<file path="config.mk">
export PLATFORM = sky130hd
export DESIGN_NAME = mem_err_top
export DESIGN_NICKNAME = d
export VERILOG_FILES = /design/src/mem_err_pkg.sv /design/src/apb_error_regs.sv /design/src/ecc_syndrome_check.sv /design/src/mem_err_top.sv /design/src/parity_error_log.sv
export SDC_FILE = /design/constraint.sdc
export NUM_CORES = 1
export LEC_CHECK = 0
export BUFFER_PORTS_ARGS = -buffer_cell sky130_fd_sc_hd__buf_4
export CELL_PAD_IN_SITES_DETAIL_PLACEMENT = 1
export CELL_PAD_IN_SITES_GLOBAL_PLACEMENT = 1
export CORE_MARGIN = 3
export CORE_UTILIZATION = 43
export CTS_CLUSTER_DIAMETER = 150
export DETAILED_ROUTE_END_ITERATION = 10
export GPL_TIMING_DRIVEN = 0
export PLACE_DENSITY_LB_ADDON = 0.1
export SLEW_MARGIN = 20
export SYNTH_ARGS = -nofsm -noshare
export SYNTH_HDL_FRONTEND = slang
export SYNTH_SLANG_ARGS = --single-unit
</file>
<file path="constraint.sdc">
create_clock -name clk -period 3.9 [get_ports clk]
set_input_delay 0.78 -clock clk [delete_from_list [all_inputs] [get_ports clk]]
set_output_delay 0.78 -clock clk [all_outputs]
set_load 0.02 [all_outputs]
</file>
<file path="src/mem_err_pkg.sv">
/*
  Shared definitions for the memory-error logging subsystem.
  Bus widths, the PES field layout, APB register offsets and the SEC-DED
  check masks live here, and every module refers to them by scoped name.
*/
package mem_err_pkg;

  // Physical address, data and check-bit widths of a memory reference.
  localparam int addr_w  = 24;
  localparam int data_w  = 16;
  localparam int check_w = 6;

  // Error code width, which is wide enough to name any codeword position.
  localparam int code_w = 5;

  // PES layout. FETCH, DMA and FATAL sit in the top three bits.
  localparam int pes_fetch_bit = 15;
  localparam int pes_dma_bit   = 14;
  localparam int pes_fatal_bit = 13;
  // The error code fills bits 12 to 8.
  // Everything below it holds address bits 23 to 16.
  localparam int pes_code_lsb  = 8;

  // APB byte offsets of the three readable registers.
  localparam logic [3:0] reg_pes = 4'h0;
  localparam logic [3:0] reg_pea = 4'h4;
  localparam logic [3:0] reg_cnt = 4'h8;

  // Hamming masks, one per check bit. Data bit j sits at the j-th codeword
  // position that is not a power of two (3, 5, 6, 7, 9 ... 21), and mask i
  // selects the data bits whose position has bit i set.
  // The overall parity bit (check bit 5) covers all data and all five check bits.
  localparam logic [check_w-2:0][data_w-1:0] ham_mask = {
    16'hF800,
    16'h07F0,
    16'hC78E,
    16'h366D,
    16'hAD5B
  };

endpackage

</file>
<file path="src/apb_error_regs.sv">
/*
  APB slave for the error log.
  PES, PEA and the error count are readable; a PES read clears the pending
  interrupt and a write to the count register clears the count.
*/
`timescale 1ns/100ps

module apb_error_regs #(
  parameter int cnt_w = 8
) (
  input  logic                           clk,
  input  logic                           rst_n,
  input  logic                           psel,
  input  logic                           penable,
  input  logic                           pwrite,
  input  logic [3:0]                     paddr,
  input  logic [31:0]                    pwdata,
  input  logic [mem_err_pkg::data_w-1:0] pes_word,
  input  logic [mem_err_pkg::data_w-1:0] pea_word,
  input  logic [cnt_w-1:0]               err_count,
  output logic [31:0]                    prdata,
  output logic                           pready,
  output logic                           pslverr,
  output logic                           pes_read_ack,
  output logic                           cnt_clear
);

  logic access;
  logic hit_pes;
  logic hit_pea;
  logic hit_cnt;
  logic bad;

  // There are never wait states, so every access cycle completes.
  assign pready = 1'b1;
  assign access = psel && penable;

  assign hit_pes = (paddr == mem_err_pkg::reg_pes);
  assign hit_pea = (paddr == mem_err_pkg::reg_pea);
  assign hit_cnt = (paddr == mem_err_pkg::reg_cnt);

  // Unmapped offsets fail, and so do writes to the two capture registers.
  assign bad     = !(hit_pes || hit_pea || hit_cnt) || (pwrite && (hit_pes || hit_pea));
  assign pslverr = access && bad;

  // Strobes toward the log fire only on transfers that complete without error.
  // The counter is write-to-clear, so the written value carries no meaning.
  assign pes_read_ack = access && !pwrite && hit_pes;
  assign cnt_clear    = access && pwrite && hit_cnt;

  // Read data is taken from the registers as they stand in the access cycle.
  always_comb begin
    prdata = '0;
    if (access && !pwrite) begin
      if (hit_pes) begin
        prdata = 32'(pes_word);
      end else if (hit_pea) begin
        prdata = 32'(pea_word);
      end else if (hit_cnt) begin
        prdata = 32'(err_count);
      end
    end
  end

endmodule

</file>
<file path="src/ecc_syndrome_check.sv">
/*
  SEC-DED checker on the memory read path.
  Accepts one reference per cycle and, one cycle later, returns corrected
  data and a fatal flag, and reports any failing reference to the error log.
*/
`timescale 1ns/100ps

module ecc_syndrome_check (
  input  logic                               clk,
  input  logic                               rst_n,
  input  logic                               mem_valid,
  input  logic [mem_err_pkg::addr_w-1:0]     mem_addr,
  input  logic [mem_err_pkg::data_w-1:0]     mem_data,
  input  logic [mem_err_pkg::check_w-1:0]    mem_check,
  input  logic                               mem_fetch,
  input  logic                               mem_dma,
  output logic                               rd_valid,
  output logic [mem_err_pkg::data_w-1:0]     rd_data,
  output logic                               rd_fatal,
  output logic                               err_valid,
  output logic [mem_err_pkg::code_w-1:0]     err_code,
  output logic                               err_fatal,
  output logic [mem_err_pkg::addr_w-1:0]     err_addr,
  output logic                               err_fetch,
  output logic                               err_dma
);

  // The syndrome is formed by the five Hamming bits only.
  localparam int syn_w = mem_err_pkg::check_w - 1;

  logic [syn_w-1:0]               syndrome;
  logic                           parity_err;
  logic                           any_err;
  logic                           fatal;
  logic [mem_err_pkg::data_w-1:0] flip;

  // Codeword position of data bit j.
  // Bit i of the position is set exactly when mask i covers that data bit.
  function automatic logic [syn_w-1:0] data_pos(input int j);
    logic [syn_w-1:0] p;
    for (int i = 0; i < syn_w; i++) begin
      p[i] = mem_err_pkg::ham_mask[i][j];
    end
    return p;
  endfunction

  always_comb begin
    // Each syndrome bit compares the stored check bit with the recomputed one.
    for (int i = 0; i < syn_w; i++) begin
      syndrome[i] = ^(mem_data & mem_err_pkg::ham_mask[i]) ^ mem_check[i];
    end
    // The overall bit makes the whole 22-bit codeword even, so any odd
    // number of flipped bits shows up here.
    parity_err = ^{mem_data, mem_check};
    any_err    = (syndrome != '0) || parity_err;
    // An even flip count with a nonzero syndrome cannot be corrected.
    fatal      = (syndrome != '0) && !parity_err;
    // A single error points at its position.
    // Only data positions need flipping back; a hit on a check bit leaves the data alone.
    for (int j = 0; j < mem_err_pkg::data_w; j++) begin
      flip[j] = parity_err && (syndrome == data_pos(j));
    end
  end

  // Control flags of the output stage.
  always_ff @(posedge clk or negedge rst_n) begin
    if (!rst_n) begin
      rd_valid  <= 1'b0;
      rd_fatal  <= 1'b0;
      err_valid <= 1'b0;
    end else begin
      rd_valid  <= mem_valid;
      rd_fatal  <= mem_valid && fatal;
      err_valid <= mem_valid && any_err;
    end
  end

  // Payload of the output stage, loaded with each accepted reference.
  // The error code is the syndrome itself; it reads 0 when only the overall bit failed.
  always_ff @(posedge clk) begin
    if (mem_valid) begin
      rd_data   <= mem_data ^ flip;
      err_code  <= syndrome;
      err_fatal <= fatal;
      err_addr  <= mem_addr;
      err_fetch <= mem_fetch;
      err_dma   <= mem_dma;
    end
  end

endmodule

</file>
<file path="src/mem_err_top.sv">
/*
  Top level of the memory-error logging subsystem.
  Connects the SEC-DED checker, the capture log and the APB register port,
  and sets the width of the saturating error counter.
*/
`timescale 1ns/100ps

module mem_err_top #(
  parameter int cnt_w = 8
) (
  input  logic                            clk,
  input  logic                            rst_n,
  // Memory read side.
  input  logic                            mem_valid,
  input  logic [mem_err_pkg::addr_w-1:0]  mem_addr,
  input  logic [mem_err_pkg::data_w-1:0]  mem_data,
  input  logic [mem_err_pkg::check_w-1:0] mem_check,
  input  logic                            mem_fetch,
  input  logic                            mem_dma,
  output logic                            rd_valid,
  output logic [mem_err_pkg::data_w-1:0]  rd_data,
  output logic                            rd_fatal,
  // APB side.
  input  logic                            psel,
  input  logic                            penable,
  input  logic                            pwrite,
  input  logic [3:0]                      paddr,
  input  logic [31:0]                     pwdata,
  output logic [31:0]                     prdata,
  output logic                            pready,
  output logic                            pslverr,
  // Pending error interrupt.
  output logic                            err_irq
);

  logic                           err_valid;
  logic [mem_err_pkg::code_w-1:0] err_code;
  logic                           err_fatal;
  logic [mem_err_pkg::addr_w-1:0] err_addr;
  logic                           err_fetch;
  logic                           err_dma;
  logic [mem_err_pkg::data_w-1:0] pes_word;
  logic [mem_err_pkg::data_w-1:0] pea_word;
  logic [cnt_w-1:0]               err_count;
  logic                           pes_read_ack;
  logic                           cnt_clear;

  // Checker, one register stage behind the memory.
  ecc_syndrome_check u_check (
    .clk       (clk),
    .rst_n     (rst_n),
    .mem_valid (mem_valid),
    .mem_addr  (mem_addr),
    .mem_data  (mem_data),
    .mem_check (mem_check),
    .mem_fetch (mem_fetch),
    .mem_dma   (mem_dma),
    .rd_valid  (rd_valid),
    .rd_data   (rd_data),
    .rd_fatal  (rd_fatal),
    .err_valid (err_valid),
    .err_code  (err_code),
    .err_fatal (err_fatal),
    .err_addr  (err_addr),
    .err_fetch (err_fetch),
    .err_dma   (err_dma)
  );

  // Log, capturing one cycle after the checker reports.
  parity_error_log #(
    .cnt_w (cnt_w)
  ) u_log (
    .clk          (clk),
    .rst_n        (rst_n),
    .err_valid    (err_valid),
    .err_code     (err_code),
    .err_fatal    (err_fatal),
    .err_addr     (err_addr),
    .err_fetch    (err_fetch),
    .err_dma      (err_dma),
    .pes_read_ack (pes_read_ack),
    .cnt_clear    (cnt_clear),
    .pes_word     (pes_word),
    .pea_word     (pea_word),
    .err_count    (err_count),
    .err_irq      (err_irq)
  );

  // CPU access to the log.
  apb_error_regs #(
    .cnt_w (cnt_w)
  ) u_apb (
    .clk          (clk),
    .rst_n        (rst_n),
    .psel         (psel),
    .penable      (penable),
    .pwrite       (pwrite),
    .paddr        (paddr),
    .pwdata       (pwdata),
    .pes_word     (pes_word),
    .pea_word     (pea_word),
    .err_count    (err_count),
    .prdata       (prdata),
    .pready       (pready),
    .pslverr      (pslverr),
    .pes_read_ack (pes_read_ack),
    .cnt_clear    (cnt_clear)
  );

endmodule

</file>
<file path="src/parity_error_log.sv">
/*
  Capture log for failing memory references.
  Keeps PES and PEA of the most recent error, a pending flag that drives the
  interrupt, and a saturating count of errors since the last clear.
*/
`timescale 1ns/100ps

module parity_error_log #(
  parameter int cnt_w = 8
) (
  input  logic                           clk,
  input  logic                           rst_n,
  input  logic                           err_valid,
  input  logic [mem_err_pkg::code_w-1:0] err_code,
  input  logic                           err_fatal,
  input  logic [mem_err_pkg::addr_w-1:0] err_addr,
  input  logic                           err_fetch,
  input  logic                           err_dma,
  input  logic                           pes_read_ack,
  input  logic                           cnt_clear,
  output logic [mem_err_pkg::data_w-1:0] pes_word,
  output logic [mem_err_pkg::data_w-1:0] pea_word,
  output logic [cnt_w-1:0]               err_count,
  output logic                           err_irq
);

  logic [mem_err_pkg::data_w-1:0] pes_next;

  // Assemble the status word from the failing reference.
  always_comb begin
    pes_next = '0;
    pes_next[mem_err_pkg::pes_fetch_bit] = err_fetch;
    pes_next[mem_err_pkg::pes_dma_bit]   = err_dma;
    pes_next[mem_err_pkg::pes_fatal_bit] = err_fatal;
    pes_next[mem_err_pkg::pes_code_lsb +: mem_err_pkg::code_w] = err_code;
    // The low byte carries the upper address bits 23 to 16.
    pes_next[mem_err_pkg::pes_code_lsb-1:0] =
      err_addr[mem_err_pkg::addr_w-1 -: mem_err_pkg::pes_code_lsb];
  end

  // PES and PEA hold only the last failing reference.
  always_ff @(posedge clk or negedge rst_n) begin
    if (!rst_n) begin
      pes_word <= '0;
      pea_word <= '0;
    end else if (err_valid) begin
      pes_word <= pes_next;
      pea_word <= err_addr[mem_err_pkg::data_w-1:0];
    end
  end

  // Pending flag. A new capture wins over a PES read in the same cycle.
  always_ff @(posedge clk or negedge rst_n) begin
    if (!rst_n) begin
      err_irq <= 1'b0;
    end else if (err_valid) begin
      err_irq <= 1'b1;
    end else if (pes_read_ack) begin
      err_irq <= 1'b0;
    end
  end

  // Error counter, saturating at all ones.
  // A clear that meets a capture leaves exactly that one error counted.
  always_ff @(posedge clk or negedge rst_n) begin
    if (!rst_n) begin
      err_count <= '0;
    end else if (err_valid) begin
      if (cnt_clear) begin
        err_count <= cnt_w'(1);
      end else if (err_count != '1) begin
        err_count <= err_count + 1'b1;
      end
    end else if (cnt_clear) begin
      err_count <= '0;
    end
  end

endmodule
</file>
==> results of run 1 <==
[kinds of logic after synthesis]
logic type | after synthesis | share of synthesized area
mux | 33 | 0.0848
buf+inv | 30 | 0.0424
fa+ha+maj | 1 | 0.00286
simple gates | 88 | 0.109
xor+xnor | 53 | 0.133
compound gates | 24 | 0.0435
flops | 92 | 0.582
other cells | 2 | 0.00172
[sequential cells by signal (all words and copies together) (netlist names)]
name,flops
u_check.err_valid,1
u_check.err_code,5
u_check.rd_data,16
u_check.err_fetch,1
u_check.err_fatal,1
u_log.err_irq,1
u_log.pes_word,16
u_check.err_addr,24
u_log.err_count,8
u_check.rd_fatal,1
u_check.err_dma,1
u_log.pea_word,16
u_check.rd_valid,1
[routing by layer]
| layer | GRT usage | wire length (µm) |
|---|---|---|
| met1 | 0.217 | 3900 |
| met2 | 0.339 | 5500 |
| met5 | 0 | 0 |
| met3 | 0.0415 | 378 |
| met4 | 0.0466 | 97 |
[synth_stat cells, types with 2 or more instances]
library cell / n
sky130_fd_sc_hd__nand4_1: 20
sky130_fd_sc_hd__xnor3_1: 5
sky130_fd_sc_hd__clkbuf_1: 6
sky130_fd_sc_hd__mux2_2: 32
sky130_fd_sc_hd__conb_1: 2
sky130_fd_sc_hd__xor2_1: 14
sky130_fd_sc_hd__a2111oi_0: 8
sky130_fd_sc_hd__edfxtp_1: 48
sky130_fd_sc_hd__and2b_1: 2
sky130_fd_sc_hd__a22o_1: 8
sky130_fd_sc_hd__inv_2: 2
sky130_fd_sc_hd__o21ai_0: 3
sky130_fd_sc_hd__nor3b_1: 2
sky130_fd_sc_hd__buf_1: 2
sky130_fd_sc_hd__nand2_1: 8
sky130_fd_sc_hd__nand2b_1: 9
sky130_fd_sc_hd__nor2b_1: 11
sky130_fd_sc_hd__nor3_1: 2
sky130_fd_sc_hd__nand3_1: 3
sky130_fd_sc_hd__xnor2_1: 30
sky130_fd_sc_hd__dfrtp_1: 44
sky130_fd_sc_hd__and2_1: 3
sky130_fd_sc_hd__buf_4: 17
sky130_fd_sc_hd__a21oi_1: 2
sky130_fd_sc_hd__nor2_1: 22
sky130_fd_sc_hd__and3_1: 2
[area by class of cell]
class | instances | area, µm²
plain buffers | 27 | 174
clock buffers | 10 | 138
clock inverters | 6 | 109
fillers | 1060 | 4270
inverters | 3 | 11.3
multi-input cells | 216 | 1710
flip-flops and latches | 92 | 2540
well taps | 133 | 166
repair buffers | 93 | 698
[worst reg2reg max path: stages (launching register included)]
cell and delay [ps]:
sky130_fd_sc_hd__dfrtp_1 370, sky130_fd_sc_hd__clkbuf_1 450, sky130_fd_sc_hd__buf_1 560, sky130_fd_sc_hd__mux2_2 410
[per-stage QoR]
| step | total power (W) | setup TNS (ps) | hold slack (ps) | area (µm²) | worst slack [ps] |
|---|---|---|---|---|---|
| 6_report | 0.00296 | 0 | 415 | 5550 | 341 |
| 3_3_place_gp | 0.00218 | -538 | 459 | 5290 | -94.0 |
| 5_1_grt | 0.00315 | 0 | 435 | 5550 | 234 |
| 3_5_place_dp | 0.00222 | 0 | 467 | 5310 | 334 |
| 2_1_floorplan | 0.00193 | 0 | 454 | 4420 | 721 |
| 4_1_cts | 0.00299 | 0 | 432 | 5550 | 330 |
[report_power, final]
group	total [W]	internal [W]	switching (W)	leakage [nW]
sequential	0.00136	0.00123	0.000129	0.981
combinational	0.000833	0.000380	0.000454	1.23
clock	0.000770	0.000444	0.000326	0.127
total	0.00296	0.00205	0.000908	2.33
[final timing paths]
path / end / slack [ps] / cells past startpoint
max reg2reg: u_log.pes_word[6] / 2000 / 3
max in group asynchronous: u_log.err_count[3] / 3090 / 1
min in group clk: u_log.pes_word[13] / 480 / 1
min reg2reg: u_log.pes_word[13] / 480 / 1
min: u_log.pea_word[4] / 420 / 1
max: prdata[8] / 340 / 6
==> results.md, run 1 <==
* Total global routing track utilization at 0.184
* H-tree lvl count at 3
* Kind of end point of the critical path: output pin
* Remaining global-route overflow at 0
* Remaining design rule violation count at 0
* Max-slew headroom at 0.423
* Unrepaired setup endpoints after global routing: false
* CP required at 3120 ps
* Global-route wire length before repair at 16.0 mm
* Vias in the first global route at 3103
* CP max stage delay at 690 ps
* Standard cell core area at 9820 µm²
* Ys Warns at 0
* Max-cap viol count at 0
* Number of distinct standard cells referenced by the synthesized netlist at 42
* Height of the die at 107 µm
* Maximum fanout along the worst path at 9
* Largest delay contributor family on the critical path: simple AND/OR/NAND/NOR gates
* Detailed Routing Iterations Pass 1 at 4
* Critical Path Start Type: primary input
* Proportion of netlist area held by the largest area contributor at 0.330
* Initial antenna violation count at 0
* Clock Sinks at 92
* Fraction of registers with async set or reset after synthesis at 0.478
* Number of DRC violations after detailed-routing iteration 0 at 95
* Floorplan row count at 36
* Final std cells w/o fill at 580
* Number of placed I/O pins at 143
* Critical Path AT at 2780 ps
* Starting density of the core at 0.445
* Mean routed wirelength per cell at 17.0 µm
* Worst setup path startpoint: paddr[2]
* Number of slew-limit violations in the final report at 0
* Number of clock buffers inserted by TritonCTS at 9
* Port Buffer Count at 93
* Layout cell share with drive strength beyond 1 at 0.380
* Buffering stage count on the worst path with inverters included at 3
* Transition time at the pin with the least slew margin at 859 ps
* Clock Pin Slew Worst Setup and Hold Paths at 90 ps
* Via density at 4.99
* Worst reg2reg startpoint: u_check.err_valid
* Most common cell after layout, fill and taps aside: sky130_fd_sc_hd__buf_4
* Largest net degree at the start of global routing at 52
* Estimated wirelength of the detail-placed design at 7.38 mm
* Clock root buffer master: sky130_fd_sc_hd__clkbuf_8
* Commonest non-fill, non-tap cells in the layout: 110 x sky130_fd_sc_hd__buf_4, 48 x sky130_fd_sc_hd__edfxtp_1, 44 x sky130_fd_sc_hd__dfrtp_1, 32 x sky130_fd_sc_hd__mux2_2, 30 x sky130_fd_sc_hd__xnor2_1
* Total count of hold-check failures in the final report at 0
* Die boundary width at 107 µm
* Total power per unit cell area at 534 nW/µm²
* #FFs+latches synth at 92
* Most used DFF post-synth: sky130_fd_sc_hd__edfxtp_1
* Total instance count after detailed placement at 564
* Detailed Route WL at 9.88 mm
* Post-synthesis area per instance at 13.5 µm²
* Weighted congestion reported at the end of routability-driven placement at 0.762
* Shortest period the worst path allows at 3560 ps
* Final setup skew at 10.4 ps
* Syn Std Cell Area at 4370 µm²
* Diodes inserted at 0
* Run status: finished clean
* Worst hold path class: primary input to asynchronous set/reset pin
* Slowest cell on crit path: sky130_fd_sc_hd__nor3_2
* Instance count of the mapped netlist at 323
* Number of enable flip-flop cells after synthesis at 48
* Register area share after synthesis at 0.582
* Total vias in the final route at 2892
* Remaining number of nets flagged by the antenna check after routing at 0
* Most area-hungry cell type in the Yosys netlist: sky130_fd_sc_hd__edfxtp_1
* LEAKAGE at 2.33 nW
* Fraction of the cycle the final worst path needs at 0.913
* Number of endpoints failing setup at the final stage at 0
* Overall die area at 11400 µm²
* Bufs on Longest Clock Path at 2
* Maximum operating frequency at 0.281 GHz
* CTS Hold Bufs at 0
* Cell chain of the critical path: buf_4 -> or4_1 -> clkbuf_1 -> nor3_2 -> a22o_1 -> buf_4
* Critical path start-end classification: primary input to output pin
* Post-CTS setup buffer count at 0
* TritonCTS clock tree: done
* Final core occ at 0.565
* Latest clock arrival within the worst-skew pair at 350 ps
* Crit-path most repeated cell: sky130_fd_sc_hd__buf_4
* Resize count post-CTS at 0
* Synth area leaders: sky130_fd_sc_hd__edfxtp_1 33%, sky130_fd_sc_hd__dfrtp_1 25%, sky130_fd_sc_hd__mux2_2 8.2%
* Final net count at 533
* Largest voltage drop on the vdd net at 0.346 mV
* Area added between synthesis and finish at 27.1%
(Power assumes the default switching activity.)
==> inputs of run 2 (changes only) <==
ABC_AREA = 1   (was default)
CORE_UTILIZATION = 41   (was 43)
==> run 2 against run 1 <==
  * Die area is 21% higher
  * Synthesized cell count is 98% higher
  * Global-route usage is 3.3 points higher
  * Sequential share of layout area is 5.7 points lower
  * Clock skew is 3.0 ps lower
  * Power is 8.5% lower
  * Register-to-register slack worse by 30 ps
  * Clock power is 11% higher
  * Combinational power is 22% lower
==> results.md, run 2 <==
* Vias in the first global route at 5029
* CP required at 3120 ps
* TritonCTS clock tree: done
* Area added between synthesis and finish at 24.4%
* Number of clock buffers inserted by TritonCTS at 9
* H-tree lvl count at 3
* Worst hold path class: primary input to asynchronous set/reset pin
* Largest voltage drop on the vdd net at 0.213 mV
* Number of filler instances in the final layout at 1543
* Number of slew-limit violations in the final report at 0
* Maximum operating frequency at 0.285 GHz
* Sequential Power Share at 0.446
* Post-synthesis area per instance at 7.97 µm²
* Instance count of the mapped netlist at 640
* Shortest period the worst path allows at 3510 ps
* WHS at 419 ps
* Critical path start-end classification: primary input to output pin
* Mean routed wirelength per cell at 15.6 µm
* Total instance count after detailed placement at 914
* Combinational group share of total power at 0.238
* Final setup skew at 7.42 ps
* Largest net degree at the start of global routing at 51
* #FFs+latches synth at 92
* Final net count at 848
* Kind of end point of the critical path: output pin
* Detailed Route WL at 14.5 mm
* Most used DFF post-synth: sky130_fd_sc_hd__edfxtp_1
* Maximum fanout along the worst path at 9
* Standard cell core area at 12100 µm²
* Post-CTS setup buffer count at 0
* Fraction of registers with async set or reset after synthesis at 0.478
* Register area share after synthesis at 0.499
* Height of the die at 118 µm
* Ys Warns at 0
* Number of endpoints failing setup at the final stage at 0
* Initial antenna violation count at 0
* Clock root buffer master: sky130_fd_sc_hd__clkbuf_16
* Run status: finished clean
* Transition time at the pin with the least slew margin at 645 ps
* Synth area leaders: sky130_fd_sc_hd__edfxtp_1 28%, sky130_fd_sc_hd__dfrtp_1 22%, sky130_fd_sc_hd__nand2_1 16%
* Largest reg by FF count: u_check.err_addr
* Total global routing track utilization at 0.217
* Commonest non-fill, non-tap cells in the layout: 215 x sky130_fd_sc_hd__nand2_1, 108 x sky130_fd_sc_hd__buf_4, 87 x sky130_fd_sc_hd__inv_1, 48 x sky130_fd_sc_hd__o21ai_0, 48 x sky130_fd_sc_hd__edfxtp_1
* Max-slew headroom at 0.570
* Fraction of the cycle the final worst path needs at 0.901
* Remaining design rule violation count at 0
* CTS Hold Bufs at 0
* Global-route wire length before repair at 24.3 mm
* Final std cells w/o fill at 930
* Max-cap viol count at 0
* Clock Sinks at 92
* Fraction of power consumed by the clock network at 0.315
* Clock Pin Slew Worst Setup and Hold Paths at 70 ps
* Final core occ at 0.526
* Die boundary width at 118 µm
* Switching share of power at 0.328
* Total vias in the final route at 4525
* Floorplan row count at 40
* Total power per unit cell area at 427 nW/µm²
* Net switching power at 0.000890 W
* Most frequent cell after synthesis: sky130_fd_sc_hd__nand2_1
* Number of enable flip-flop cells after synthesis at 48
* Most area-hungry cell type in the Yosys netlist: sky130_fd_sc_hd__edfxtp_1
* Critical Path AT at 2730 ps
* Estimated wirelength of the detail-placed design at 11.4 mm
* Aggregate negative setup slack at 0 ps
* Most common cell after layout, fill and taps aside: sky130_fd_sc_hd__nand2_1
* Number of placed I/O pins at 143
* Number of flip-flops under the largest register name at 24
* Syn Std Cell Area at 5100 µm²
* Layout cell share with drive strength beyond 1 at 0.209
* Total count of hold-check failures in the final report at 0
* Post-synth top cells: 215 x sky130_fd_sc_hd__nand2_1, 87 x sky130_fd_sc_hd__inv_1, 48 x sky130_fd_sc_hd__edfxtp_1, 48 x sky130_fd_sc_hd__o21ai_0, 44 x sky130_fd_sc_hd__dfrtp_1
* Overall die area at 13800 µm²
* Number of distinct standard cells referenced by the synthesized netlist at 35
* Remaining global-route overflow at 0
* Diodes inserted at 0
* Proportion of netlist area held by the largest area contributor at 0.283
* Remaining number of nets flagged by the antenna check after routing at 0
* Resize count post-CTS at 0
* Critical Path Start Type: primary input
* Detailed Routing Iterations Pass 1 at 4
* Unrepaired setup endpoints after global routing: false
* Number of DRC violations after detailed-routing iteration 0 at 252
* LEAKAGE at 3.20 nW
* Via density at 4.87
* Bufs on Longest Clock Path at 2
* Port Buffer Count at 91
* Weighted congestion reported at the end of routability-driven placement at 0.849
* Internal power consumption at 0.00182 W
* Starting density of the core at 0.423
* Latest clock arrival within the worst-skew pair at 350 ps
==> run 2: power groups by stage <==
| stage | Sequential (W) | Combinational [W] | Clock [W] |
|---|---|---|---|
| after global placement | 0.00122 | 0.000616 | 0 |
| after floorplan | 0.00123 | 0.000393 | 0 |
| after CTS | 0.00121 | 0.000651 | 0.000870 |
| after detailed placement | 0.00123 | 0.000647 | 0 |
| final | 0.00121 | 0.000646 | 0.000854 |
| after global routing | 0.00122 | 0.000724 | 0.000917 |
==> run 2: logic make-up (layout without fill, tap and decap cells) <==
logic type | after synthesis | in the layout | synth area share
AND/OR/NAND/NOR | 340 | 340 | 0.290
buffers and inverters | 126 | 233 | 0.111
flip-flops | 92 | 92 | 0.499
AO/OA/AOI/OAI | 69 | 69 | 0.0771
XOR/XNOR | 10 | 10 | 0.0201
other | 2 | 17 | 0.00147
adder cells (fa/ha/maj) | 1 | 1 | 0.00245
==> run 2: per-stage QoR <==
step,setup WS (ps),power (W),area [µm²]
global placement,499,0.00184,6050
global route,166,0.00286,6340
CTS,409,0.00273,6340
detailed placement,435,0.00188,6050
finish,386,0.00271,6340
floorplan,1060,0.00163,5150
==> run 2: per-layer routing <==
metal,track usage,share of wire,wire length [µm],up-vias
li1,-,-,-,2261
met1,0.239,0.40,5730,2162
met2,0.419,0.55,8010,83
met3,0.0360,0.034,496,19
met4,0.0725,0.018,261,0
met5,0,0,0,-
==> run 2: worst max-delay path, stage by stage <==
cell,delay [ps]
sky130_fd_sc_hd__buf_4,80
sky130_fd_sc_hd__nand2_1,80
sky130_fd_sc_hd__nor2_1,390
sky130_fd_sc_hd__clkinv_1,440
sky130_fd_sc_hd__nor2_1,210
sky130_fd_sc_hd__clkinv_1,300
sky130_fd_sc_hd__o32ai_1,260
sky130_fd_sc_hd__buf_4,210
==> run 2: cell type report <==
cell class	instances	area (µm²)	share of cell area
buffer	33	215	0.0339
clock buffer	9	225	0.0355
clock inverter	7	67.6	0.0107
inverter	93	349	0.0551
multi-input combinational	437	2050	0.323
sequential	92	2540	0.401
tap	168	210	0.0331
timing repair buffer	91	683	0.108
==> run 2: final timing paths <==
kind,slack (ps),cells past startpoint,startpoint,to
hold / removal,420,1,rst_n,u_log.err_count[5]
setup reg to reg,1970,7,u_log.err_count[0],u_log.err_count[7]
max in group asynchronous,3080,1,rst_n,u_log.err_irq
setup / recovery,390,8,psel,prdata[14]
min in group clk,460,2,u_check.err_addr[7],u_log.pea_word[7]
hold reg to reg,460,2,u_check.err_addr[7],u_log.pea_word[7]
==> inputs of run 3 (changes only) <==
RECOVER_POWER = 25   (was default)
==> run 3 against run 2 <==
  * The run now ends with max-capacitance violations, max-slew violations left
  * Maximum frequency hardly changed
  * Wire length is 0.23% lower
  * Worst setup slack better by 1.3 ps
  * Combinational power hardly changed
  * Hold slack better by 39 ps
  * Clock power is 0.5% lower
  * Global-route usage stayed put
  * Critical path depth stayed put
  * Critical endpoint unchanged
  * Highest routed layer unchanged
==> results.md, run 3 (same netlist as run 2, synthesis figures left out) <==
* Number of placed I/O pins at 143
* Maximum operating frequency at 0.285 GHz
* CTS Hold Bufs at 0
* Final setup skew at 7.31 ps
* Estimated wirelength of the detail-placed design at 11.4 mm
* Worst r2r path cells at 7
* Total vias in the final route at 4510
* CP required at 3120 ps
* Maximum fanout along the worst path at 9
* LEAKAGE at 3.18 nW
* Global route hottest layer: met2
* Fraction of the cycle the final worst path needs at 0.901
* Initial antenna violation count at 0
* Critical R2R Capture: u_log.err_count[7]
* Largest reg by FF count: u_check.err_addr
* Largest voltage drop on the vdd net at 0.212 mV
* Shortest period the worst path allows at 3510 ps
* Total instance count after detailed placement at 914
* Largest net degree at the start of global routing at 51
* Overall die area at 13800 µm²
* Max-cap viol count at 1
* Number of flip-flops under the largest register name at 24
* Latest clock arrival within the worst-skew pair at 350 ps
* Max-slew headroom at -0.597
* Number of endpoints failing setup at the final stage at 0
* TritonCTS clock tree: done
* Cell chain of the critical path: buf_4 -> nand2_1 -> nor2_1 -> clkinv_1 -> nor2_1 -> clkinv_1 -> o32ai_1 -> buf_4
* Kind of end point of the critical path: output pin
* Total power per unit cell area at 427 nW/µm²
* Remaining global-route overflow at 0
* Buffering stage count on the worst path with inverters included at 4
* Starting density of the core at 0.423
* Remaining number of nets flagged by the antenna check after routing at 0
* Detailed Route WL at 14.5 mm
* Die boundary width at 118 µm
* Aggregate negative setup slack at 0 ps
* Number of clock buffers inserted by TritonCTS at 9
* Largest delay contributor family on the critical path: buffers and inverters
* Critical Path Start Type: primary input
* Worst setup path startpoint: psel
* Weighted congestion reported at the end of routability-driven placement at 0.849
* Post-CTS setup buffer count at 0
* Met3 track demand over resource at 0.0360
* Remaining design rule violation count at 0
* Standard cell core area at 12100 µm²
* Layout cell share with drive strength beyond 1 at 0.206
* H-tree lvl count at 3
* Run status: finished with violations
* Global-route wire length before repair at 24.3 mm
* Via density at 4.85
* CP max stage delay at 440 ps
* Number of DRC violations after detailed-routing iteration 0 at 254
* Diodes inserted at 0
* Grt met2 use at 0.419
* Register-to-register setup slack at 1970 ps
* Critical Path AT at 2730 ps
* Hold-critical path endpoint: u_log.pea_word[7]
* Vias in the first global route at 5029
* Height of the die at 118 µm
* Total count of hold-check failures in the final report at 0
* Floorplan row count at 40
* Detailed Routing Iterations Pass 1 at 4
* Most common cell after layout, fill and taps aside: sky130_fd_sc_hd__nand2_1
* Clock root buffer master: sky130_fd_sc_hd__clkbuf_16
* Total global routing track utilization at 0.217
* Worst Min Path Start: u_check.err_addr[7]
* Bufs on Longest Clock Path at 2
* Resize count post-CTS at 0
* Number of filler instances in the final layout at 1544
* Violated checks: max-capacitance violations, max-slew violations
* Clock Sinks at 92
* Mean routed wirelength per cell at 15.5 µm
* GRT met1 Usage at 0.239
* Cell depth of the worst min-delay path at 2
* Unrepaired setup endpoints after global routing: false
* Number of slew-limit violations in the final report at 45
* Worst reg2reg startpoint: u_log.err_count[0]
* Slowest cell on crit path: sky130_fd_sc_hd__clkinv_1
* Port Buffer Count at 91
* Area added between synthesis and finish at 24.2%
* Worst hold path class: flip-flop to flip-flop
* Clock Pin Slew Worst Setup and Hold Paths at 60 ps
* Final std cells w/o fill at 930
* Final net count at 848
* Transition time at the pin with the least slew margin at 2400 ps
* Critical path start-end classification: primary input to output pin
* Commonest non-fill, non-tap cells in the layout: 215 x sky130_fd_sc_hd__nand2_1, 87 x sky130_fd_sc_hd__inv_1, 81 x sky130_fd_sc_hd__buf_4, 48 x sky130_fd_sc_hd__o21ai_0, 48 x sky130_fd_sc_hd__edfxtp_1
==> run 3: how the worst max path moves through the flow <==
stage | end | cells past startpoint
final | prdata[14] | 8
after global placement | prdata[14] | 8
after detailed placement | prdata[11] | 8
after floorplan | prdata[10] | 6
after global routing | prdata[12] | 8
after CTS | prdata[11] | 8
==> run 3: layout make-up <==
| cell class | count | area (µm²) | area share |
|---|---|---|---|
| plain buffers | 33 | 215 | 0.0340 |
| clock buffers | 9 | 225 | 0.0356 |
| clock inverters | 7 | 67.6 | 0.0107 |
| inverters | 93 | 349 | 0.0551 |
| multi-input cells | 437 | 2050 | 0.323 |
| flip-flops and latches | 92 | 2540 | 0.401 |
| well taps | 168 | 210 | 0.0332 |
| repair buffers | 91 | 676 | 0.107 |
==> run 3: where the power goes <==
part           total (W)  switching, W  internal [W]  leakage [nW]
Combinational   0.000644      0.000430      0.000213          2.04
Clock           0.000850      0.000400      0.000450         0.142
Sequential       0.00121     0.0000550       0.00115          1.00
==> run 3: tightest hold or removal path, cell delays in order (launching register included) <==
cell                       delay [ps]
sky130_fd_sc_hd__edfxtp_1         320
sky130_fd_sc_hd__nand2_1           40
sky130_fd_sc_hd__o21ai_0           60
==> run 3: per-stage QoR <==
step | util | total power [W] | area (µm²) | setup WS [ps] | hold WS (ps)
2_1_floorplan | - | 0.00163 | 5150 | 1060 | 430
3_3_place_gp | 0.501 | 0.00184 | 6050 | 499 | 440
3_5_place_dp | 0.501 | 0.00188 | 6050 | 435 | 449
4_1_cts | 0.526 | 0.00273 | 6340 | 409 | 443
5_1_grt | 0.525 | 0.00286 | 6330 | 166 | 488
6_report | 0.525 | 0.00270 | 6330 | 387 | 457
==> run 3: per-layer routing <==
metal,share of wire,vias up
met1,0.40,2151
met2,0.55,81
met5,0,-
met3,0.035,19
li1,-,2259
met4,0.018,0
